`src/controlPkg.sv`:
```
package controlPkg;

  typedef logic [5:0] opcodeT;
  typedef logic [5:0] functT;

  // Opcodes
  localparam opcodeT opR   = 6'h00;
  localparam opcodeT opJ   = 6'h02;
  localparam opcodeT opJal = 6'h03;

  // R-type funct field
  localparam functT fnAdd   = 6'h20;
  localparam functT fnAnd   = 6'h24;
  localparam functT fnSub   = 6'h22;
  localparam functT fnSlt   = 6'h2a;
  localparam functT fnSrav  = 6'h07;
  localparam functT fnSllv  = 6'h04;
  localparam functT fnSll   = 6'h00;
  localparam functT fnSra   = 6'h03;
  localparam functT fnSrl   = 6'h02;
  localparam functT fnJr    = 6'h08;
  localparam functT fnMfhi  = 6'h10;
  localparam functT fnMflo  = 6'h12;
  localparam functT fnRte   = 6'h13;
  localparam functT fnBreak = 6'h0d;

  typedef enum logic [3:0] {
    aluPassA    = 4'b0000,
    aluAdd      = 4'b0001,
    aluSub      = 4'b0010,
    aluAnd      = 4'b0011,
    aluShiftL1  = 4'b0101,  // Shift amount from shamt
    aluShiftL2  = 4'b0110,  // Shift amount from rs
    aluShiftR   = 4'b0111,
    aluShiftRa1 = 4'b1000,
    aluShiftRa2 = 4'b1001,
    aluSlt      = 4'b1010
  } aluOpT;

  typedef enum logic [3:0] {
    clsNone, clsAluReg, clsShiftVar, clsShiftImm, clsJr,
    clsMoveHiLo, clsBreak, clsJump, clsJal, clsRte
  } instrClassT;

  typedef enum logic [1:0] {phReset, phFetch, phExecute} phaseT;
  typedef logic [2:0] stepT;

  // Fetch steps are right aligned so the PC write always lands here
  localparam stepT fetchLastStep = 3'd3;

  typedef enum logic [1:0] {
    pcFromAlu = 2'b00, pcFromAluOut = 2'b01, pcFromJump = 2'b10, pcFromEpc = 2'b11
  } pcSrcSelT;

  typedef enum logic [1:0] {dstRt = 2'b00, dstRd = 2'b01, dstRa = 2'b11} regDstSelT;

  typedef enum logic [2:0] {
    dataAluOut = 3'b000, dataHi = 3'b011, dataLo = 3'b100
  } regDataSelT;

  typedef enum logic [1:0] {srcPcOrB = 2'b00, srcRegOrFour = 2'b01} aluSrcSelT;

endpackage

```
`src/instrClassRegister.sv`:
```
`timescale 1ns/1ps

module instrClassRegister (
  input  logic                   clk,
  input  logic                   reset_in,
  input  logic                   decodeStrobe,
  input  controlPkg::opcodeT     opcode,
  input  controlPkg::functT      funct,
  output controlPkg::instrClassT instrClass,
  output controlPkg::functT      latchedFunct
);

  controlPkg::instrClassT decodedClass;
  controlPkg::instrClassT classReg;
  controlPkg::functT      functReg;

  always_comb begin
    decodedClass = controlPkg::clsNone;
    if (opcode == controlPkg::opJ) begin
      decodedClass = controlPkg::clsJump;
    end else if (opcode == controlPkg::opJal) begin
      decodedClass = controlPkg::clsJal;
    end else if (opcode == controlPkg::opR) begin
      case (funct)
        controlPkg::fnAdd, controlPkg::fnAnd,
        controlPkg::fnSub, controlPkg::fnSlt:   decodedClass = controlPkg::clsAluReg;
        controlPkg::fnSrav, controlPkg::fnSllv: decodedClass = controlPkg::clsShiftVar;
        controlPkg::fnSll, controlPkg::fnSra,
        controlPkg::fnSrl:                      decodedClass = controlPkg::clsShiftImm;
        controlPkg::fnJr:                       decodedClass = controlPkg::clsJr;
        controlPkg::fnMfhi, controlPkg::fnMflo: decodedClass = controlPkg::clsMoveHiLo;
        controlPkg::fnBreak:                    decodedClass = controlPkg::clsBreak;
        controlPkg::fnRte:                      decodedClass = controlPkg::clsRte;
        default:                                decodedClass = controlPkg::clsNone;
      endcase
    end
  end

  always_ff @(posedge clk) begin
    if (reset_in) begin
      classReg <= controlPkg::clsNone;
    end else if (decodeStrobe) begin
      classReg <= decodedClass;
    end
  end

  always_ff @(posedge clk) begin
    if (decodeStrobe) functReg <= funct;
  end

  // Forwarded during decode so a zero-wait fetch already sees the new class
  assign instrClass   = decodeStrobe ? decodedClass : classReg;
  assign latchedFunct = decodeStrobe ? funct : functReg;

endmodule

```
`src/microSequencer.sv`:
```
`timescale 1ns/1ps

module microSequencer #(
  parameter int memWaitCycles   = 1,
  parameter int shiftWaitCycles = 1
) (
  input  logic                   clk,
  input  logic                   reset_in,
  input  controlPkg::instrClassT instrClass,
  output controlPkg::phaseT      phase,
  output controlPkg::stepT       step,
  output controlPkg::phaseT      nextPhase,
  output controlPkg::stepT       nextStep,
  output logic                   decodeStrobe
);

  // Step after fetch step 0, skipping unused wait slots
  localparam controlPkg::stepT fetchSecondStep =
    3'(controlPkg::fetchLastStep - memWaitCycles);

  logic [3:0] execLen;

  function automatic logic [3:0] execLength(input controlPkg::instrClassT cls);
    logic [3:0] len;
    case (cls)
      controlPkg::clsAluReg,
      controlPkg::clsShiftImm,
      controlPkg::clsJr,
      controlPkg::clsBreak:    len = 4'd5;
      controlPkg::clsShiftVar: len = 4'(5 + shiftWaitCycles);  // Shifter settles longer
      controlPkg::clsMoveHiLo,
      controlPkg::clsJal:      len = 4'd2;
      default:                 len = 4'd0;  // j, rte and unsupported
    endcase
    return len;
  endfunction

  assign execLen = execLength(instrClass);

  always_comb begin
    nextPhase = phase;
    nextStep  = step + 3'd1;
    case (phase)
      controlPkg::phReset: begin
        // Hold one extra cycle after reset drops
        if (step != '0) begin
          nextPhase = controlPkg::phFetch;
          nextStep  = '0;
        end
      end
      controlPkg::phFetch: begin
        if (step == '0) begin
          nextStep = fetchSecondStep;
        end else if (step == controlPkg::fetchLastStep) begin
          nextStep = '0;
          if (execLen == 4'd0) begin
            nextPhase = controlPkg::phFetch;
          end else begin
            nextPhase = controlPkg::phExecute;
          end
        end
      end
      controlPkg::phExecute: begin
        if ({1'b0, step} == execLen - 4'd1) begin
          nextPhase = controlPkg::phFetch;
          nextStep  = '0;
        end
      end
      default: begin
        nextPhase = controlPkg::phReset;
        nextStep  = '0;
      end
    endcase
  end

  always_ff @(posedge clk) begin
    if (reset_in) begin
      phase <= controlPkg::phReset;
      step  <= '0;
    end else begin
      phase <= nextPhase;
      step  <= nextStep;
    end
  end

  assign decodeStrobe = (phase == controlPkg::phFetch) && (step == '0);

endmodule

```
`src/controlSignalRegister.sv`:
```
`timescale 1ns/1ps

module controlSignalRegister #(
  parameter int shiftWaitCycles = 1
) (
  input  logic                   clk,
  input  logic                   reset_in,
  input  controlPkg::phaseT      nextPhase,
  input  controlPkg::stepT       nextStep,
  input  controlPkg::instrClassT instrClass,
  input  controlPkg::functT      latchedFunct,
  output logic                   resetOut,
  output logic                   pcWrite,
  output logic                   irWrite,
  output logic                   aluOutWrite,
  output logic                   regFileWrite,
  output logic                   aRegWrite,
  output logic                   bRegWrite,
  output controlPkg::pcSrcSelT   pcSrcSel,
  output controlPkg::regDstSelT  regDstSel,
  output controlPkg::regDataSelT regDataSel,
  output controlPkg::aluSrcSelT  aluSrcASel,
  output controlPkg::aluSrcSelT  aluSrcBSel,
  output controlPkg::aluOpT      aluOp
);

  localparam controlPkg::stepT writeStep         = 3'd2;
  localparam controlPkg::stepT shiftVarWriteStep = 3'(2 + shiftWaitCycles);

  logic nResetOut, nPcWrite, nIrWrite, nAluOutWrite;
  logic nRegFileWrite, nARegWrite, nBRegWrite;
  controlPkg::pcSrcSelT   nPcSrcSel;
  controlPkg::regDstSelT  nRegDstSel;
  controlPkg::regDataSelT nRegDataSel;
  controlPkg::aluSrcSelT  nAluSrcASel, nAluSrcBSel;
  controlPkg::aluOpT      nAluOp;

  function automatic controlPkg::aluOpT functAluOp(input controlPkg::instrClassT cls,
                                                   input controlPkg::functT fn);
    controlPkg::aluOpT op;
    op = controlPkg::aluPassA;
    case (cls)
      controlPkg::clsAluReg: begin
        case (fn)
          controlPkg::fnAdd: op = controlPkg::aluAdd;
          controlPkg::fnAnd: op = controlPkg::aluAnd;
          controlPkg::fnSub: op = controlPkg::aluSub;
          controlPkg::fnSlt: op = controlPkg::aluSlt;
          default:           op = controlPkg::aluPassA;
        endcase
      end
      controlPkg::clsShiftVar: begin
        if (fn == controlPkg::fnSrav) op = controlPkg::aluShiftRa2;
        else                          op = controlPkg::aluShiftL2;
      end
      controlPkg::clsShiftImm: begin
        case (fn)
          controlPkg::fnSll: op = controlPkg::aluShiftL1;
          controlPkg::fnSra: op = controlPkg::aluShiftRa1;
          controlPkg::fnSrl: op = controlPkg::aluShiftR;
          default:           op = controlPkg::aluPassA;
        endcase
      end
      default: op = controlPkg::aluPassA;
    endcase
    return op;
  endfunction

  always_comb begin
    nResetOut     = 1'b0;
    nPcWrite      = 1'b0;
    nIrWrite      = 1'b0;
    nAluOutWrite  = 1'b0;
    nRegFileWrite = 1'b0;
    nARegWrite    = 1'b0;
    nBRegWrite    = 1'b0;
    nPcSrcSel     = controlPkg::pcFromAlu;
    nRegDstSel    = controlPkg::dstRt;
    nRegDataSel   = controlPkg::dataAluOut;
    nAluSrcASel   = controlPkg::srcPcOrB;
    nAluSrcBSel   = controlPkg::srcPcOrB;
    nAluOp        = controlPkg::aluPassA;
    case (nextPhase)
      controlPkg::phReset: nResetOut = 1'b1;
      controlPkg::phFetch: begin
        if (nextStep == controlPkg::fetchLastStep) begin
          nPcWrite = 1'b1;
          case (instrClass)
            controlPkg::clsJump, controlPkg::clsJal: nPcSrcSel = controlPkg::pcFromJump;
            controlPkg::clsRte:                      nPcSrcSel = controlPkg::pcFromEpc;
            default:                                 nPcSrcSel = controlPkg::pcFromAluOut;
          endcase
          if (instrClass == controlPkg::clsMoveHiLo) begin
            nRegFileWrite = 1'b1;
            nRegDstSel    = controlPkg::dstRd;
            if (latchedFunct == controlPkg::fnMfhi) nRegDataSel = controlPkg::dataHi;
            else                                    nRegDataSel = controlPkg::dataLo;
          end
          if (instrClass == controlPkg::clsJal) nRegDstSel = controlPkg::dstRa;
        end else begin
          // PC+4 into ALUOut, selects held through the memory wait
          nIrWrite     = (nextStep == '0);
          nAluOutWrite = (nextStep == '0);
          nAluSrcBSel  = controlPkg::srcRegOrFour;
          nAluOp       = controlPkg::aluAdd;
          nPcSrcSel    = controlPkg::pcFromAluOut;
        end
      end
      controlPkg::phExecute: begin
        case (instrClass)
          controlPkg::clsAluReg, controlPkg::clsShiftVar: begin
            nRegDstSel = controlPkg::dstRd;
            if (nextStep == '0) begin
              nARegWrite = 1'b1;
              nBRegWrite = 1'b1;
            end else begin
              nAluSrcASel = controlPkg::srcRegOrFour;
              nAluOp      = functAluOp(instrClass, latchedFunct);
            end
            if (instrClass == controlPkg::clsShiftVar) begin
              nRegFileWrite = (nextStep == shiftVarWriteStep);
            end else begin
              nRegFileWrite = (nextStep == writeStep);
            end
          end
          controlPkg::clsShiftImm: begin
            nRegDstSel    = controlPkg::dstRd;
            nBRegWrite    = (nextStep == '0);
            nRegFileWrite = (nextStep == writeStep);
            if (nextStep != '0) nAluOp = functAluOp(instrClass, latchedFunct);
          end
          controlPkg::clsJr: begin
            // ALU passes A through, PC taken from the ALU
            nRegDstSel = controlPkg::dstRd;
            nARegWrite = (nextStep == '0);
            if (nextStep != '0) nAluSrcASel = controlPkg::srcRegOrFour;
            nPcWrite   = (nextStep == writeStep);
          end
          controlPkg::clsBreak: begin
            // Back the PC up by four
            nRegDstSel   = controlPkg::dstRd;
            nAluSrcBSel  = controlPkg::srcRegOrFour;
            nAluOp       = controlPkg::aluSub;
            nPcSrcSel    = controlPkg::pcFromAluOut;
            nAluOutWrite = (nextStep == '0);
            nPcWrite     = (nextStep == writeStep);
          end
          controlPkg::clsMoveHiLo: nRegDstSel = controlPkg::dstRd;
          controlPkg::clsJal: begin
            nRegDstSel    = controlPkg::dstRa;
            nRegFileWrite = (nextStep == '0);  // Return address into $ra
          end
          default: ;
        endcase
      end
      default: ;
    endcase
  end

  always_ff @(posedge clk) begin
    if (reset_in) begin
      resetOut     <= 1'b1;
      pcWrite      <= 1'b0;
      irWrite      <= 1'b0;
      aluOutWrite  <= 1'b0;
      regFileWrite <= 1'b0;
      aRegWrite    <= 1'b0;
      bRegWrite    <= 1'b0;
      pcSrcSel     <= controlPkg::pcFromAlu;
      regDstSel    <= controlPkg::dstRt;
      regDataSel   <= controlPkg::dataAluOut;
      aluSrcASel   <= controlPkg::srcPcOrB;
      aluSrcBSel   <= controlPkg::srcPcOrB;
      aluOp        <= controlPkg::aluPassA;
    end else begin
      resetOut     <= nResetOut;
      pcWrite      <= nPcWrite;
      irWrite      <= nIrWrite;
      aluOutWrite  <= nAluOutWrite;
      regFileWrite <= nRegFileWrite;
      aRegWrite    <= nARegWrite;
      bRegWrite    <= nBRegWrite;
      pcSrcSel     <= nPcSrcSel;
      regDstSel    <= nRegDstSel;
      regDataSel   <= nRegDataSel;
      aluSrcASel   <= nAluSrcASel;
      aluSrcBSel   <= nAluSrcBSel;
      aluOp        <= nAluOp;
    end
  end

endmodule

```
`src/controlUnit.sv`:
```
`timescale 1ns/1ps

module controlUnit #(
  parameter int memWaitCycles   = 1,  // 0 to 2
  parameter int shiftWaitCycles = 1   // 0 to 2
) (
  input  logic                   clk,
  input  logic                   reset_in,
  input  controlPkg::opcodeT     opcode,
  input  controlPkg::functT      funct,
  output logic                   resetOut,
  output logic                   pcWrite,
  output logic                   irWrite,
  output logic                   aluOutWrite,
  output logic                   regFileWrite,
  output logic                   aRegWrite,
  output logic                   bRegWrite,
  output controlPkg::pcSrcSelT   pcSrcSel,
  output controlPkg::regDstSelT  regDstSel,
  output controlPkg::regDataSelT regDataSel,
  output controlPkg::aluSrcSelT  aluSrcASel,
  output controlPkg::aluSrcSelT  aluSrcBSel,
  output controlPkg::aluOpT      aluOp
);

  controlPkg::instrClassT instrClass;
  controlPkg::functT      latchedFunct;
  controlPkg::phaseT      nextPhase;
  controlPkg::stepT       nextStep;
  logic                   decodeStrobe;

  instrClassRegister uInstrClassRegister (
    .clk          (clk),
    .reset_in     (reset_in),
    .decodeStrobe (decodeStrobe),
    .opcode       (opcode),
    .funct        (funct),
    .instrClass   (instrClass),
    .latchedFunct (latchedFunct)
  );

  // Current phase and step stay inside the sequencer
  microSequencer #(
    .memWaitCycles   (memWaitCycles),
    .shiftWaitCycles (shiftWaitCycles)
  ) uMicroSequencer (
    .clk          (clk),
    .reset_in     (reset_in),
    .instrClass   (instrClass),
    .phase        (),
    .step         (),
    .nextPhase    (nextPhase),
    .nextStep     (nextStep),
    .decodeStrobe (decodeStrobe)
  );

  controlSignalRegister #(
    .shiftWaitCycles (shiftWaitCycles)
  ) uControlSignalRegister (
    .clk          (clk),
    .reset_in     (reset_in),
    .nextPhase    (nextPhase),
    .nextStep     (nextStep),
    .instrClass   (instrClass),
    .latchedFunct (latchedFunct),
    .resetOut     (resetOut),
    .pcWrite      (pcWrite),
    .irWrite      (irWrite),
    .aluOutWrite  (aluOutWrite),
    .regFileWrite (regFileWrite),
    .aRegWrite    (aRegWrite),
    .bRegWrite    (bRegWrite),
    .pcSrcSel     (pcSrcSel),
    .regDstSel    (regDstSel),
    .regDataSel   (regDataSel),
    .aluSrcASel   (aluSrcASel),
    .aluSrcBSel   (aluSrcBSel),
    .aluOp        (aluOp)
  );

endmodule

```
`config.mk`:
```
export PLATFORM = sky130hd
export DESIGN_NAME = controlUnit
export DESIGN_NICKNAME = d
export VERILOG_FILES = /design/src/controlPkg.sv /design/src/instrClassRegister.sv /design/src/microSequencer.sv /design/src/controlSignalRegister.sv /design/src/controlUnit.sv
export SDC_FILE = /design/constraint.sdc
export NUM_CORES = 1
export LEC_CHECK = 0
export ABC_CLOCK_PERIOD_IN_PS = 11200
export BUFFER_PORTS_ARGS = -buffer_cell sky130_fd_sc_hd__buf_2
export CAP_MARGIN = 20
export CORE_UTILIZATION = 60
export DETAILED_ROUTE_END_ITERATION = 12
export PLACE_DENSITY = 0.81
export SLEW_MARGIN = 20
export SYNTH_ARGS = -nofsm -noshare
export SYNTH_HDL_FRONTEND = slang
export SYNTH_SLANG_ARGS = --single-unit
export TNS_END_PERCENT = 50
```
`constraint.sdc`:
```
create_clock -name clk -period 11.2 [get_ports clk]
set_clock_uncertainty 0.15 [all_clocks]
set_input_delay 0 -clock clk [delete_from_list [all_inputs] [get_ports clk]]
set_output_delay 0 -clock clk [all_outputs]
set_load 0.03 [all_outputs]
```
Word-level counts from Yosys, hierarchy flattened

Memory sizes are Yosys's and may differ from the RTL's.
Index checks and enable logic that the tools add are counted.

Register bits: 37
Output and inout port bits: 22
Memories: 1
Bits in writable memories: 0
Bits in latches: 0
Memory bits (read-only): 256

Multiplexer cells: 56
Divide/modulo/power cells: 0
Magnitude comparators: 0
Equality and inequality tests: 27
Bitwise operators: 4
Reduce and logical (&&, ||, !) cells: 19
Shift operators: 0
$add $sub $neg: 2
$mul: 0

Memory list:

| memory          | words | bits a word | rd ports | clocked after Yosys merged registers in | wr ports | line                     | RTL |
|---|---|---|---|---|---|---|---|
| (no name shown) | 64    | 4           | 1        | 0                                       | 0        | instrClassRegister.sv:24 | `case (funct)` |

Operator list:

| kind               | number |
|---|---|
| $mux 4             | 7 |
| $eq 6x2->1 const B | 4 |
| $eq 6x6->1 const B | 4 |
| $pmux 2 s2         | 6 |
| $pmux 4 s3         | 2 |
| $pmux 3 s3         | 2 |
| $eq 4x3->1 const B | 4 |
| $mux 2             | 8 |
| $pmux 4 s2         | 2 |
| $pmux 4 s4         | 1 |
| $mux 1             | 15 |
| $mux 3             | 5 |
| $logic_not 6->1    | 2 |
| $reduce_or 2->1    | 6 |
| $pmux 1 s2         | 5 |
| $eq 3x2->1 const B | 3 |
| $eq 4x2->1 const B | 2 |
| $eq 4x4->1 const B | 2 |
| $reduce_or 4->1    | 2 |
| $eq 6x3->1 const B | 1 |
| $eq 6x5->1 const B | 1 |
| $logic_not 3->1    | 2 |
| $mux 6             | 1 |
| $pmux 2 s3         | 1 |
| 13 further kinds   | 20 |

Longest topological paths before layout

Gate-level depths: netlist (run 1).

Word-level depth: 16
Mapped depth: 26

Modules after synthesis

From an unflattened synthesis (run 1), not the netlist that was laid out.

Cell total of the unflattened synthesis: 253
Area, all modules: 2203.4 µm²

Modules (own cells, without submodules):

| module                | instances | cells each | area each (µm²) |
|---|---|---|---|
| controlSignalRegister | 1         | 119        | 1054.8 |
| instrClassRegister    | 1         | 69         | 656.9 |
| microSequencer        | 1         | 65         | 491.7 |

Worst setup path before layout (run 1)

No wires, ideal clock.

Path kind: register to register
Start: register uMicroSequencer.step[0]
End: register uControlSignalRegister.aluOp[0]
Setup time: 0.070 ns
Data arrival time: 4.883 ns
Slack: 6.097 ns
Required time: 10.980 ns
Clock period less this slack: 5.103 ns
Cell stages (with the launch flop): 23
Buffers on the path: 3
Cells stage by stage: dfxtp_1 inv_1 ha_1 or4bb_1 clkbuf_1 buf_1 o31a_1 clkbuf_1 nor3_1 a21oi_1 ha_1 xnor2_1 nor3_1 o2111ai_1 o21a_2 a21oi_1 o221ai_1 ha_1 inv_1 or3_1 or3_1 nand2b_1 o2bb2ai_1

Longest elaborated chain between the ends: 14

RTL lines:

| what                                                 | line                                                       | RTL |
|---|---|---|
| from (decl)                                          | microSequencer.sv:11                                       | `output controlPkg::stepT step,` |
| from (signal assigned)                               | microSequencer.sv:82                                       | `step <= nextStep;` |
| $logic_not 3->1                                      | microSequencer.sv:52, microSequencer.sv:86                 |  |
| $logic_and 1x1->1                                    | microSequencer.sv:86                                       | `assign decodeStrobe = (phase == controlPkg::phFetch) && (step == '0);` |
| $mux 4                                               | instrClassRegister.sv:52                                   | `assign instrClass = decodeStrobe ? decodedClass : classReg;` |
| $eq 4x3->1 (tied with other cells)                   | microSequencer.sv:25, controlSignalRegister.sv:110         |  |
| $reduce_or 4->1 or $reduce_or 2->1 (tied branches)   | microSequencer.sv:25                                       | `case (cls)` |
| $pmux 3 s3                                           | microSequencer.sv:25                                       |  |
| $sub 3x1->4                                          | microSequencer.sv:64                                       | `if ({1'b0, step} == execLen - 4'd1) begin` |
| $eq 3x4->1                                           | microSequencer.sv:64                                       |  |
| $mux 3                                               | microSequencer.sv:64                                       |  |
| $pmux 3 s3                                           | microSequencer.sv:43                                       | `case (phase)` |
| $reduce_bool 3->1 or $logic_not 3->1 (tied branches) | controlSignalRegister.sv:130, controlSignalRegister.sv:113 |  |
| $mux 4, on equally long branches                     | controlSignalRegister.sv:130, controlSignalRegister.sv:113 |  |
| $pmux 4 s3                                           | controlSignalRegister.sv:110                               | `case (instrClass)` |
| $pmux 4 s2 (*)                                       | controlSignalRegister.sv:83                                | `case (nextPhase)` |
| to (signal assigned)                                 | controlSignalRegister.sv:174                               | `aluOp <= controlPkg::aluPassA;` |
| to (signal assigned)                                 | controlSignalRegister.sv:188                               | `aluOp <= nAluOp;` |
| to (decl)                                            | controlSignalRegister.sv:24                                | `output controlPkg::aluOpT aluOp` |

Every way passes the cells marked *; elsewhere a longest branch is shown, timed or not.
A chain may end at the register's enable or synchronous reset.

Worst setup path after layout (run 1)

Ends and elaborated chain as after synthesis.

==> metrics.cfg, run 1 <==
[die]
top_level_ports=36
number_of_placement_rows=21
floorplan.die.height_um=63.1
start_util_pct=64.7
floorplan.die_area_mm2=0.00399
fp.dieW_um=63.1
core-area_mm2=0.00347

[finish]
syn2layout_area_growth_pct=13.3
core_utilization_of_the_finished_layout_pct=73.3
final_cell_area_mm2=0.00254
antenna-diode-count=0
final_net_count=346
drive_gt1_share_pct=15.6

[sta]
maxSlewHeadroom_pct=25.6
post-route-period-util_pct=56.7
min_period_ps=6350
hold_viol_final=0
final.setup.worst_slack_ps=4850
drv_slew=0
maxClockFrequency_ghz=0.158
timing_worst_slew_pin_value_ps=1110
unrepaired_setup_endpoints_after_global_routing=no
whs_ps=76.9
final.setup.tns_ps=0
final-setup-viol-count=0

[global_route]
global_route_wire_length_before_repair_um=9290
number_of_global_route_vias_before_repair=2067
grt_max_degree=19
globalRouteTotalUtil_pct=29.3
number_of_antenna_violations_at_the_first_check_in_global_routing=0
grt_remaining_overflow=0

[clock_network]
path_clk_slew_ps=70
cts_hold_buffers=5
cts_max_level=2
clock_sink_count=34
post_cts_resize_count=0
clock_tree_from_tritoncts=built
clock_insertion_delay_worst_skew_ps=300
clock_tree.buffer_depth=2
clk_root_buffer_cell=sky130_fd_sc_hd__clkbuf_8
cts_setup_buffers=0
numCtsBuffers=5

[drt]
routed_via_count=2214
drtAntennaViolNets=0
vias_per_cell=6.05
firstDrtPassIters=5
wirelength_um=5290
post-route-drc-count=0
post_drt_wl_per_cell_um=14.5
drt_iter0_drc=211

[setup_path]
startpoint_type=register
critical_path_arrival_ps=6420
timing_worst_setup_path_type=register to register
crit_path_max_fanout=18
critical-path-slowest-cell=sky130_fd_sc_hd__or4bb_1
cp_slowest_stage_delay_ps=810
critical_path.endpoint_type=register
critical_path.cell_chain=inv_1 > ha_1 > or4bb_1 > and2_0 > a31oi_1 > nand2_1 > mux2i_1 > a21oi_1 > ha_1 > xnor2_1 > nor3_1 > o2111ai_1 > o21a_2 > a21oi_1 > o221ai_1 > ha_1 > inv_1 > or3_1 > or3_1 > nand2b_1 > o2bb2ai_1
worst_path_most_repeated_cell=sky130_fd_sc_hd__ha_1
worst_ep_required_time_ps=11270

[synth]
synthArstFlopShare_pct=0
post_synth_most_frequent_cells=sky130_fd_sc_hd__dfxtp_1, sky130_fd_sc_hd__nor2_1, sky130_fd_sc_hd__nand2_1
post-synth-top-count-cell=sky130_fd_sc_hd__dfxtp_1
post_synth_num_cell_types=63
synthesis.area_mm2=0.00224
ys_seq_elements=34
post_synth_main_area_contributors=sky130_fd_sc_hd__dfxtp_1, sky130_fd_sc_hd__ha_1, sky130_fd_sc_hd__nor2_1
netlist.area_leader.share_pct=30.3
synth.yosys.seq_area_share_pct=30.3
synth.largest_area_cell=sky130_fd_sc_hd__dfxtp_1
yosysWarningCount=0
postSynthAreaPerCell_um2=7.82
netlist_instances=287
synthFlopType=sky130_fd_sc_hd__dfxtp_1
synth_edf_count=0

[placement]
gpl.final_weighted_congestion=1.05
pre_cts_slack_ps=4980
numPortBuffers=33
post_dp_cell_area_mm2=0.00240
place.detailed.hpwl_um=3900

[power]
p_int_w=0.000294
leakagePower_nw=1.08
power_density_mw_per_mm2=213
comb_power_share_pct=51.8
ir_worst_vdd_mv=0.139
seqPwrFrac_pct=30.4
switching_power_w=0.000247
power_switching_share_pct=45.6
clkPwrFrac_pct=17.9

[worst_hold_path]
worstHoldPathType=input pin to register

[flow_run]
drv.max_cap_violation_count=0

[outcome]
run_status=finished clean

[layout make-up]
class,count,area (µm²)
clock buffers,6,82.6
clock inverters,2,12.5
fillers,278,927
inverters,21,78.8
multi-input cells,219,1410
flip-flops and latches,34,681
well taps,46,57.6
repair buffers,38,215
[metrics by stage]
| stage | total power, W | cells |
|---|---|---|
| 6_report | 0.000541 | 366 |
| 4_1_cts | 0.000537 | 366 |
| 3_5_place_dp | 0.000437 | 353 |
| 3_3_place_gp | 0.000434 | 353 |
| 2_1_floorplan | 0.000376 | 288 |
| 5_1_grt | 0.000578 | 366 |
[worst paths after layout]
path	startpoint	slack, ps	endpoint	depth (start not counted)
worst max-delay path	uMicroSequencer.step[0]$_SDFF_PP0_	4850	uControlSignalRegister.aluOp[0]$_SDFF_PP0_	21
worst min-delay path	funct[2]	80	uInstrClassRegister.functReg[2]$_DFF_P_	3
worst max register to register	uMicroSequencer.step[0]$_SDFF_PP0_	4850	uControlSignalRegister.aluOp[0]$_SDFF_PP0_	21
worst min register to register	uInstrClassRegister.functReg[5]$_DFF_P_	350	uInstrClassRegister.functReg[5]$_DFF_P_	2
[worst max-delay path: cells and delay by family, from the launching register on]
kind	cells	cell delay, ps
and+or+nand+nor	7	2450
AOI/OAI and AO/OA	7	1830
buffers and inverters	2	240
xor gates and xnor gates	1	190
DFF	1	400
muxes	1	230
adders and majority gates	3	770
[routing by layer]
| layer | vias up | global-route usage (%) | routed length [µm] |
|---|---|---|---|
| met3 | 11 | 7.07 | 289 |
| met5 | - | 0 | 0 |
| li1 | 1094 | - | - |
| met2 | 85 | 49.2 | 2560 |
| met4 | 0 | 8.14 | 71 |
| met1 | 1024 | 36.8 | 2370 |
[flip-flops by register name, summed over array words and instances (netlist names), 2 cells and up]
name	cells
uControlSignalRegister.aluOp	4
uControlSignalRegister.pcSrcSel	2
uControlSignalRegister.regDataSel	2
uControlSignalRegister.regDstSel	2
uInstrClassRegister.classReg	4
uInstrClassRegister.functReg	6
uMicroSequencer.phase	2
uMicroSequencer.step	3
[cells by family (layout without fill, tap and decap cells)]
| group | count (synthesis) | after routing | share of synthesized area (%) |
|---|---|---|---|
| adder cells (fa/ha/maj) | 13 | 13 | 7.25 |
| AO/OA/AOI/OAI | 73 | 73 | 22.7 |
| other | 1 | 2 | 0.167 |
| buffers and inverters | 35 | 67 | 6.80 |
| flip-flops | 34 | 34 | 30.3 |
| XOR/XNOR | 5 | 5 | 2.29 |
| multiplexers | 6 | 6 | 2.68 |
| AND/OR/NAND/NOR | 120 | 120 | 27.8 |
[power groups by stage]
| stage | sequential [W] | clock (W) | combinational (W) |
|---|---|---|---|
| 5_1_grt | 0.000166 | 0.000103 | 0.000310 |
| 3_5_place_dp | 0.000166 | 0 | 0.000271 |
| 3_3_place_gp | 0.000166 | 0 | 0.000269 |
| 6_report | 0.000164 | 0.0000968 | 0.000280 |
| 4_1_cts | 0.000164 | 0.0000974 | 0.000276 |
| 2_1_floorplan | 0.000181 | 0 | 0.000196 |
[layout by cell type, fill, tap and decap left out, types with 2 or more instances in the layout]
cell	count
sky130_fd_sc_hd__o211ai_1	4
sky130_fd_sc_hd__a2111o_1	2
sky130_fd_sc_hd__dfxtp_1	34
sky130_fd_sc_hd__a21oi_1	21
sky130_fd_sc_hd__a31oi_1	6
sky130_fd_sc_hd__nand2_1	25
sky130_fd_sc_hd__conb_1	2
sky130_fd_sc_hd__dlygate4sd3_1	5
sky130_fd_sc_hd__mux2i_1	6
sky130_fd_sc_hd__nor2_1	32
sky130_fd_sc_hd__o31a_1	4
sky130_fd_sc_hd__or3_1	4
sky130_fd_sc_hd__xnor2_1	3
sky130_fd_sc_hd__nor4_1	4
sky130_fd_sc_hd__buf_2	33
sky130_fd_sc_hd__o2111ai_1	2
sky130_fd_sc_hd__o32ai_1	2
sky130_fd_sc_hd__o21ai_0	8
sky130_fd_sc_hd__inv_1	21
sky130_fd_sc_hd__nor3b_1	2
sky130_fd_sc_hd__nand3_1	7
sky130_fd_sc_hd__clkbuf_8	6
sky130_fd_sc_hd__ha_1	13
sky130_fd_sc_hd__nor4bb_1	2
sky130_fd_sc_hd__o31ai_1	6
sky130_fd_sc_hd__nand2b_1	8
sky130_fd_sc_hd__nor2b_1	7
sky130_fd_sc_hd__nor3_1	15
sky130_fd_sc_hd__a32oi_1	2
Power figures use the tool's default switching activity.
==> run 2, diff against run 1 <==
--- a/config.mk
+++ b/config.mk
@@ -5,12 +5,12 @@
 export SDC_FILE = /design/constraint.sdc
 export NUM_CORES = 1
 export LEC_CHECK = 0
-export ABC_CLOCK_PERIOD_IN_PS = 11200
+export ABC_CLOCK_PERIOD_IN_PS = 6450
 export BUFFER_PORTS_ARGS = -buffer_cell sky130_fd_sc_hd__buf_2
 export CAP_MARGIN = 20
-export CORE_UTILIZATION = 60
+export CORE_UTILIZATION = 56
 export DETAILED_ROUTE_END_ITERATION = 12
-export PLACE_DENSITY = 0.81
+export PLACE_DENSITY = 0.76
 export SLEW_MARGIN = 20
 export SYNTH_ARGS = -nofsm -noshare
 export SYNTH_HDL_FRONTEND = slang
==> constraint.sdc (replaced) <==
create_clock -name clk -period 6.45 [get_ports clk]
set_clock_uncertainty 0.15 [all_clocks]
set_input_delay 0 -clock clk [delete_from_list [all_inputs] [get_ports clk]]
set_output_delay 0 -clock clk [all_outputs]
set_load 0.03 [all_outputs]
==> run 2 against run 1 <==
Maximum frequency up 11%. First-iteration DRC count decreased by 15%. Sequential power up 74%. Clock power is 71% higher. Critical endpoint is now uControlSignalRegister.aluOp[2]$_SDFF_PP0_.
==> metrics.cfg, run 2 (synthesis results as in run 1) <==
[finish]
antenna-diode-count=0  ; unchanged
syn2layout_area_growth_pct=14.1
drive_gt1_share_pct=16.1  ; +0.52 points
regMostFlops=uInstrClassRegister.functReg
core_utilization_of_the_finished_layout_pct=68.3  ; -4.9 points
final_cell_area_mm2=0.00256  ; +0.69%
leading_cell_type_in_the_layout_fill_and_taps_excluded=sky130_fd_sc_hd__dfxtp_1
final_net_count=348  ; +0.58%
max_ffs_per_register=6  ; unchanged
layout.cells.most_common_list=sky130_fd_sc_hd__dfxtp_1, sky130_fd_sc_hd__buf_2, sky130_fd_sc_hd__nor2_1
fillers=333  ; +20%
biggestRegsByFlops=uInstrClassRegister.functReg (6), uControlSignalRegister.aluOp (4), uInstrClassRegister.classReg (4)

[drt]
post-route-drc-count=0  ; unchanged
drtAntennaViolNets=0  ; unchanged
firstDrtPassIters=6  ; +1
drt_iter0_drc=180  ; -15%
vias_per_cell=6.01  ; -0.59%
post_drt_wl_per_cell_um=14.8  ; +2.2%
routed_via_count=2225  ; +0.50%
wirelength_um=5470  ; +3.3%

[clock_network]
cts_setup_buffers=0  ; unchanged
cts_max_level=2  ; unchanged
clock_insertion_delay_worst_skew_ps=280  ; -20 ps
clock_tree_from_tritoncts=built
clk_root_buffer_cell=sky130_fd_sc_hd__clkbuf_8
clock_tree.buffer_depth=2  ; unchanged
clock_sink_count=34  ; unchanged
post_cts_resize_count=0  ; unchanged
numCtsBuffers=5  ; unchanged
path_clk_slew_ps=70  ; about the same

[sta]
unrepaired_setup_endpoints_after_global_routing=no
drv_slew=0  ; unchanged
hold_viol_final=0  ; unchanged
final.setup.tns_ps=0  ; unchanged
maxClockFrequency_ghz=0.176  ; +11%
timing_worst_slew_pin_value_ps=897  ; -213 ps
maxSlewHeadroom_pct=39.7  ; +14 points
post-route-period-util_pct=88.3  ; +32 points
min_period_ps=5690  ; -653 ps
whs_ps=99.6  ; +22.7 ps
final-setup-viol-count=0  ; unchanged

[power]
power_density_mw_per_mm2=367  ; +72%
seqPwrFrac_pct=30.4  ; about the same
p_total_w=0.000938  ; +73%
p_int_w=0.000515  ; +75%
comb_power_share_pct=51.8  ; about the same
leakagePower_nw=1.09  ; +0.87%
switching_power_w=0.000423  ; +71%
clkPwrFrac_pct=17.7  ; -0.2 points
ir_worst_vdd_mv=0.278  ; +100%
power_switching_share_pct=45.1  ; -0.50 points

[die]
start_util_pct=59.9  ; -4.8 points
fp.dieW_um=65.3  ; +3.4%
core-area_mm2=0.00374  ; +7.9%
number_of_placement_rows=22  ; +4.8%
floorplan.die.height_um=65.3  ; +3.4%
top_level_ports=36  ; unchanged
floorplan.die_area_mm2=0.00426  ; +6.9%

[global_route]
global_route_wire_length_before_repair_um=9020  ; -2.9%
grt_max_degree=19  ; unchanged
number_of_global_route_vias_before_repair=2041  ; -1.3%
grt_remaining_overflow=0  ; unchanged
globalRouteTotalUtil_pct=27.1  ; -2.2 points
number_of_antenna_violations_at_the_first_check_in_global_routing=0  ; unchanged

[flow_run]
drv.max_cap_violation_count=0  ; unchanged

[setup_path]
startpoint_type=register
crit_path_max_fanout=18  ; unchanged
worst_ep_required_time_ps=6510  ; -4760 ps
critical_path_arrival_ps=5760  ; -660 ps
timing_worst_setup_path_type=register to register
critical_path.endpoint_type=register

[placement]
gpl.final_weighted_congestion=0.957  ; -9.0%
numPortBuffers=33  ; unchanged
place.detailed.hpwl_um=4150  ; +6.5%
post_dp_cell_area_mm2=0.00241  ; +0.73%

[worst_hold_path]
worstHoldPathType=input pin to register

[outcome]
run_status=finished clean

[run 2: cell count changes in the layout (fill, tap and decap cells not counted)]
cell	delta
sky130_fd_sc_hd__buf_4	+2
[run 2: layout make-up]
cell class | count | area, µm² | area share [%]
Inverter | 21 | 78.8 | 3.08
Clock buffer | 6 | 82.6 | 3.23
Sequential cell | 34 | 681 | 26.6
Timing Repair Buffer | 40 | 230 | 9.00
Clock inverter | 2 | 12.5 | 0.489
Tap cell | 48 | 60.1 | 2.35
Multi-Input combinational cell | 219 | 1410 | 55.3
[run 2: stage by stage]
stage,cells,worst slack (ps)
floorplan,288,1350
global placement,357,1080
detailed placement,357,851
CTS,370,801
global route,370,297
finish,370,757
[run 2: timing repair]
action	CTS	global route
hold buffers	5	0
hold endpoints to repair	15	0
setup endpoints to repair	0	0
[run 2: critical path, stage by stage (launching register included)]
cell and delay [ps]:
sky130_fd_sc_hd__dfxtp_1 390, sky130_fd_sc_hd__inv_1 140, sky130_fd_sc_hd__ha_1 210, sky130_fd_sc_hd__or4bb_1 810, sky130_fd_sc_hd__o31ai_1 620, sky130_fd_sc_hd__nand2_1 250
sky130_fd_sc_hd__mux2i_1 190, sky130_fd_sc_hd__a21oi_1 90, sky130_fd_sc_hd__ha_1 310, sky130_fd_sc_hd__xnor2_1 170, sky130_fd_sc_hd__nor3_1 70, sky130_fd_sc_hd__o2111ai_1 90
sky130_fd_sc_hd__o21a_2 240, sky130_fd_sc_hd__a21oi_1 70, sky130_fd_sc_hd__o221ai_1 350, sky130_fd_sc_hd__ha_1 280, sky130_fd_sc_hd__inv_1 110, sky130_fd_sc_hd__or3_1 420
sky130_fd_sc_hd__or3_1 340, sky130_fd_sc_hd__nand2b_1 190, sky130_fd_sc_hd__a21oi_1 150
[run 2: power by group through the flow]
| stage | sequential, W | combinational (W) | clock, W |
|---|---|---|---|
| 3_5_place_dp | 0.000290 | 0.000476 | 0 |
| 6_report | 0.000285 | 0.000486 | 0.000166 |
| 2_1_floorplan | 0.000314 | 0.000340 | 0 |
| 5_1_grt | 0.000289 | 0.000540 | 0.000177 |
| 4_1_cts | 0.000285 | 0.000481 | 0.000168 |
| 3_3_place_gp | 0.000288 | 0.000473 | 0 |
[run 2: final timing paths]
| check | end | startpoint | cells after the start | slack [ps] |
|---|---|---|---|---|
| max reg2reg | uControlSignalRegister.aluOp[2]$_SDFF_PP0_ | uMicroSequencer.step[0]$_SDFF_PP0_ | 20 | 760 |
| min | uInstrClassRegister.functReg[2]$_DFF_P_ | funct[2] | 3 | 100 |
| min reg2reg | uInstrClassRegister.functReg[0]$_DFF_P_ | uInstrClassRegister.functReg[0]$_DFF_P_ | 2 | 360 |
| max | uControlSignalRegister.aluOp[2]$_SDFF_PP0_ | uMicroSequencer.step[0]$_SDFF_PP0_ | 20 | 760 |
[run 2: layer usage]
metal / up-vias / global-route usage [%] / wire length [µm]
met5: - / 0 / 0
met4: 0 / 11.1 / 82
met1: 1028 / 33.0 / 2410
li1: 1095 / - / -
met2: 89 / 45.6 / 2640
met3: 13 / 6.08 / 340
==> run 3, diff against run 2 <==
--- a/config.mk
+++ b/config.mk
@@ -5,12 +5,12 @@
 export SDC_FILE = /design/constraint.sdc
 export NUM_CORES = 1
 export LEC_CHECK = 0
-export ABC_CLOCK_PERIOD_IN_PS = 6450
+export ABC_CLOCK_PERIOD_IN_PS = 5600
 export BUFFER_PORTS_ARGS = -buffer_cell sky130_fd_sc_hd__buf_2
 export CAP_MARGIN = 20
-export CORE_UTILIZATION = 56
+export CORE_UTILIZATION = 40
 export DETAILED_ROUTE_END_ITERATION = 12
-export PLACE_DENSITY = 0.76
+export PLACE_DENSITY = 0.57
 export SLEW_MARGIN = 20
 export SYNTH_ARGS = -nofsm -noshare
 export SYNTH_HDL_FRONTEND = slang
==> constraint.sdc (replaced) <==
create_clock -name clk -period 5.6 [get_ports clk]
set_clock_uncertainty 0.15 [all_clocks]
set_input_delay 0 -clock clk [delete_from_list [all_inputs] [get_ports clk]]
set_output_delay 0 -clock clk [all_outputs]
set_load 0.03 [all_outputs]
==> run 3 against run 2 <==
Non-clock buffer count is 9 higher. Sequential share of layout area shrank 1.2 points. Sequential power increased by 11%. Global-route usage fell by 7.0 points. First-iteration DRC count shrank 37%. Register-to-register slack worse by 330 ps. Worst hold slack worse by 45 ps. Maximum frequency is 10% higher. Die area grew 39%. Via count is 0.13% higher. Final cell count grew 7.8%.
==> metrics.cfg, run 3 (synthesis results as in run 1) <==
[outcome]
run_status=finished clean

[die]
floorplan.die_area_mm2=0.00591  ; +39%
core-area_mm2=0.00524  ; +40%
top_level_ports=36  ; unchanged
start_util_pct=42.8  ; -17 points
fp.dieW_um=76.9  ; +18%
number_of_placement_rows=26  ; +18%
floorplan.die.height_um=76.9  ; +18%

[clock_network]
numCtsBuffers=5  ; unchanged
clock_insertion_delay_worst_skew_ps=290  ; about the same
clk_root_buffer_cell=sky130_fd_sc_hd__clkbuf_8
path_clk_slew_ps=70  ; about the same
cts_max_level=2  ; unchanged
clock_tree.buffer_depth=2  ; unchanged
clock_tree_from_tritoncts=built
clock_sink_count=34  ; unchanged

[setup_path]
cp_top_family=simple AND/OR/NAND/NOR gates
cp_slowest_stage_delay_ps=590  ; -220 ps
timing_worst_setup_path_type=register to register
startpoint_type=register
crit_path_max_fanout=13  ; -5
critical_path.endpoint_type=register
critical_path.cell_chain=inv_1 > ha_1 > or4bb_1 > buf_4 > a2bb2oi_1 > nand2_2 > xnor2_2 > nand2_1 > ha_1 > xnor2_1 > nor3_1 > o2111ai_1 > o21a_2 > a21oi_1 > nor2_1 > a31oi_2 > inv_1 > ha_1 > inv_1 > or3_1 > or3_1 > nand2b_1 > o2bb2ai_1
worst-path-buf-inv=4  ; +2
worst_ep_required_time_ps=5670  ; -840 ps
critical_path_arrival_ps=5240  ; -520 ps
critical-path-slowest-cell=sky130_fd_sc_hd__or4bb_1

[finish]
final_net_count=357  ; +2.6%
max_ffs_per_register=6  ; unchanged
layout.cells.most_common_list=sky130_fd_sc_hd__dfxtp_1, sky130_fd_sc_hd__buf_2, sky130_fd_sc_hd__nor2_1
leading_cell_type_in_the_layout_fill_and_taps_excluded=sky130_fd_sc_hd__dfxtp_1
regMostFlops=uInstrClassRegister.functReg
drive_gt1_share_pct=19.5  ; +3.3 points
core_utilization_of_the_finished_layout_pct=51.1  ; -17 points
syn2layout_area_growth_pct=19.4
antenna-diode-count=0  ; unchanged
biggestRegsByFlops=uInstrClassRegister.functReg (6), uControlSignalRegister.aluOp (4), uInstrClassRegister.classReg (4)
final_cell_area_mm2=0.00268  ; +4.6%

[global_route]
number_of_global_route_vias_before_repair=2082  ; +2.0%
globalRouteTotalUtil_pct=20.1  ; -7.0 points
global_route_wire_length_before_repair_um=9540  ; +5.8%
number_of_antenna_violations_at_the_first_check_in_global_routing=0  ; unchanged
grt_remaining_overflow=0  ; unchanged
grt_max_degree=17  ; -2

[placement]
gpl.final_weighted_congestion=0.940  ; -1.8%
place.detailed.hpwl_um=4500  ; +8.2%
post_dp_cell_area_mm2=0.00251  ; +3.9%
numPortBuffers=33  ; unchanged

[sta]
final-setup-viol-count=0  ; unchanged
min_period_ps=5180  ; -517 ps
final.setup.tns_ps=0  ; unchanged
maxSlewHeadroom_pct=47.1  ; +7.5 points
hold_viol_final=0  ; unchanged
post-route-period-util_pct=92.4  ; +4.2 points
drv_slew=0  ; unchanged
maxClockFrequency_ghz=0.193  ; +10%
timing_worst_slew_pin_value_ps=786  ; -111 ps

[power]
leakagePower_nw=1.14  ; +4.7%
ir_worst_vdd_mv=0.228  ; -18%
p_total_w=0.00109  ; +16%
power_density_mw_per_mm2=408  ; +11%

[drt]
drtAntennaViolNets=0  ; unchanged
wirelength_um=5720  ; +4.7%
firstDrtPassIters=4  ; -2
post_drt_wl_per_cell_um=14.3  ; -2.9%
drt_iter0_drc=114  ; -37%
post-route-drc-count=0  ; unchanged
vias_per_cell=5.58  ; -7.1%
routed_via_count=2228  ; +0.13%

[worst_hold_path]
worstHoldPathType=input pin to register

[flow_run]
drv.max_cap_violation_count=0  ; unchanged

==> run 3: cell count changes in the layout (fill, tap and decap cells not counted), sizes merged <==
cell,delta
buf,+9
clkinv,-1
clkinvlp,-1
==> run 3: cell type report <==
class / count / area (µm²)
Inverter: 21 / 78.8
Timing Repair Buffer: 49 / 298
Fill cell: 528 / 2560
Clock buffer: 6 / 82.6
Multi-Input combinational cell: 219 / 1450
Tap cell: 70 / 87.6
Sequential cell: 34 / 681
==> run 3: per-layer routing <==
layer	global-route usage (%)	part of all wire, %
met1	24.2	47
met2	34.6	47
met3	4.76	4.9
met4	6.92	1.4
met5	0	0
==> run 3: worst reg2reg max path, cell delays in order, from the launching register on <==
cell,delay [ps]
sky130_fd_sc_hd__dfxtp_1,310
sky130_fd_sc_hd__inv_1,120
sky130_fd_sc_hd__ha_1,210
sky130_fd_sc_hd__or4bb_1,590
sky130_fd_sc_hd__buf_4,240
sky130_fd_sc_hd__a2bb2oi_1,220
sky130_fd_sc_hd__nand2_2,160
sky130_fd_sc_hd__xnor2_2,230
sky130_fd_sc_hd__nand2_1,140
sky130_fd_sc_hd__ha_1,330
sky130_fd_sc_hd__xnor2_1,160
sky130_fd_sc_hd__nor3_1,70
sky130_fd_sc_hd__o2111ai_1,90
sky130_fd_sc_hd__o21a_2,230
sky130_fd_sc_hd__a21oi_1,80
sky130_fd_sc_hd__nor2_1,190
sky130_fd_sc_hd__a31oi_2,90
sky130_fd_sc_hd__inv_1,90
sky130_fd_sc_hd__ha_1,190
sky130_fd_sc_hd__inv_1,110
sky130_fd_sc_hd__or3_1,410
sky130_fd_sc_hd__or3_1,350
sky130_fd_sc_hd__nand2b_1,200
sky130_fd_sc_hd__o2bb2ai_1,150
==> run 3: path summary, 6_finish.rpt <==
kind                                           start                                          to  slack [ps]  cells past startpoint
max               uMicroSequencer.step[0]$_SDFF_PP0_  uControlSignalRegister.aluOp[0]$_SDFF_PP0_         420                     23
min                                         funct[2]     uInstrClassRegister.functReg[2]$_DFF_P_          50                      3
max reg2reg       uMicroSequencer.step[0]$_SDFF_PP0_  uControlSignalRegister.aluOp[0]$_SDFF_PP0_         420                     23
min reg2reg  uInstrClassRegister.functReg[5]$_DFF_P_     uInstrClassRegister.functReg[5]$_DFF_P_         350                      2
==> run 3: power by group <==
group	switching (W)	total, W	internal, W
Combinational	0.000382	0.000595	0.000213
Clock	0.0000865	0.000181	0.0000948
Sequential	0.0000184	0.000315	0.000296
Total	0.000487	0.00109	0.000604
==> run 3: per-stage QoR <==
step	instances	setup slack (ps)	hold slack (ps)
finish	399	424	54.1
global route	399	-13.5	116
CTS	399	223	50.7
detailed placement	388	255	212
global placement	388	475	213
floorplan	288	497	-78.4
==> run 3: timing repair <==
| action | in CTS | in global routing |
|---|---|---|
| endpoints found under the hold margin | 15 | 0 |
| hold buffers | 5 | 0 |
| buffers inserted | 0 | 0 |
| setup endpoints to repair | 0 | 5 |
| gates resized for setup | 0 | 6 |
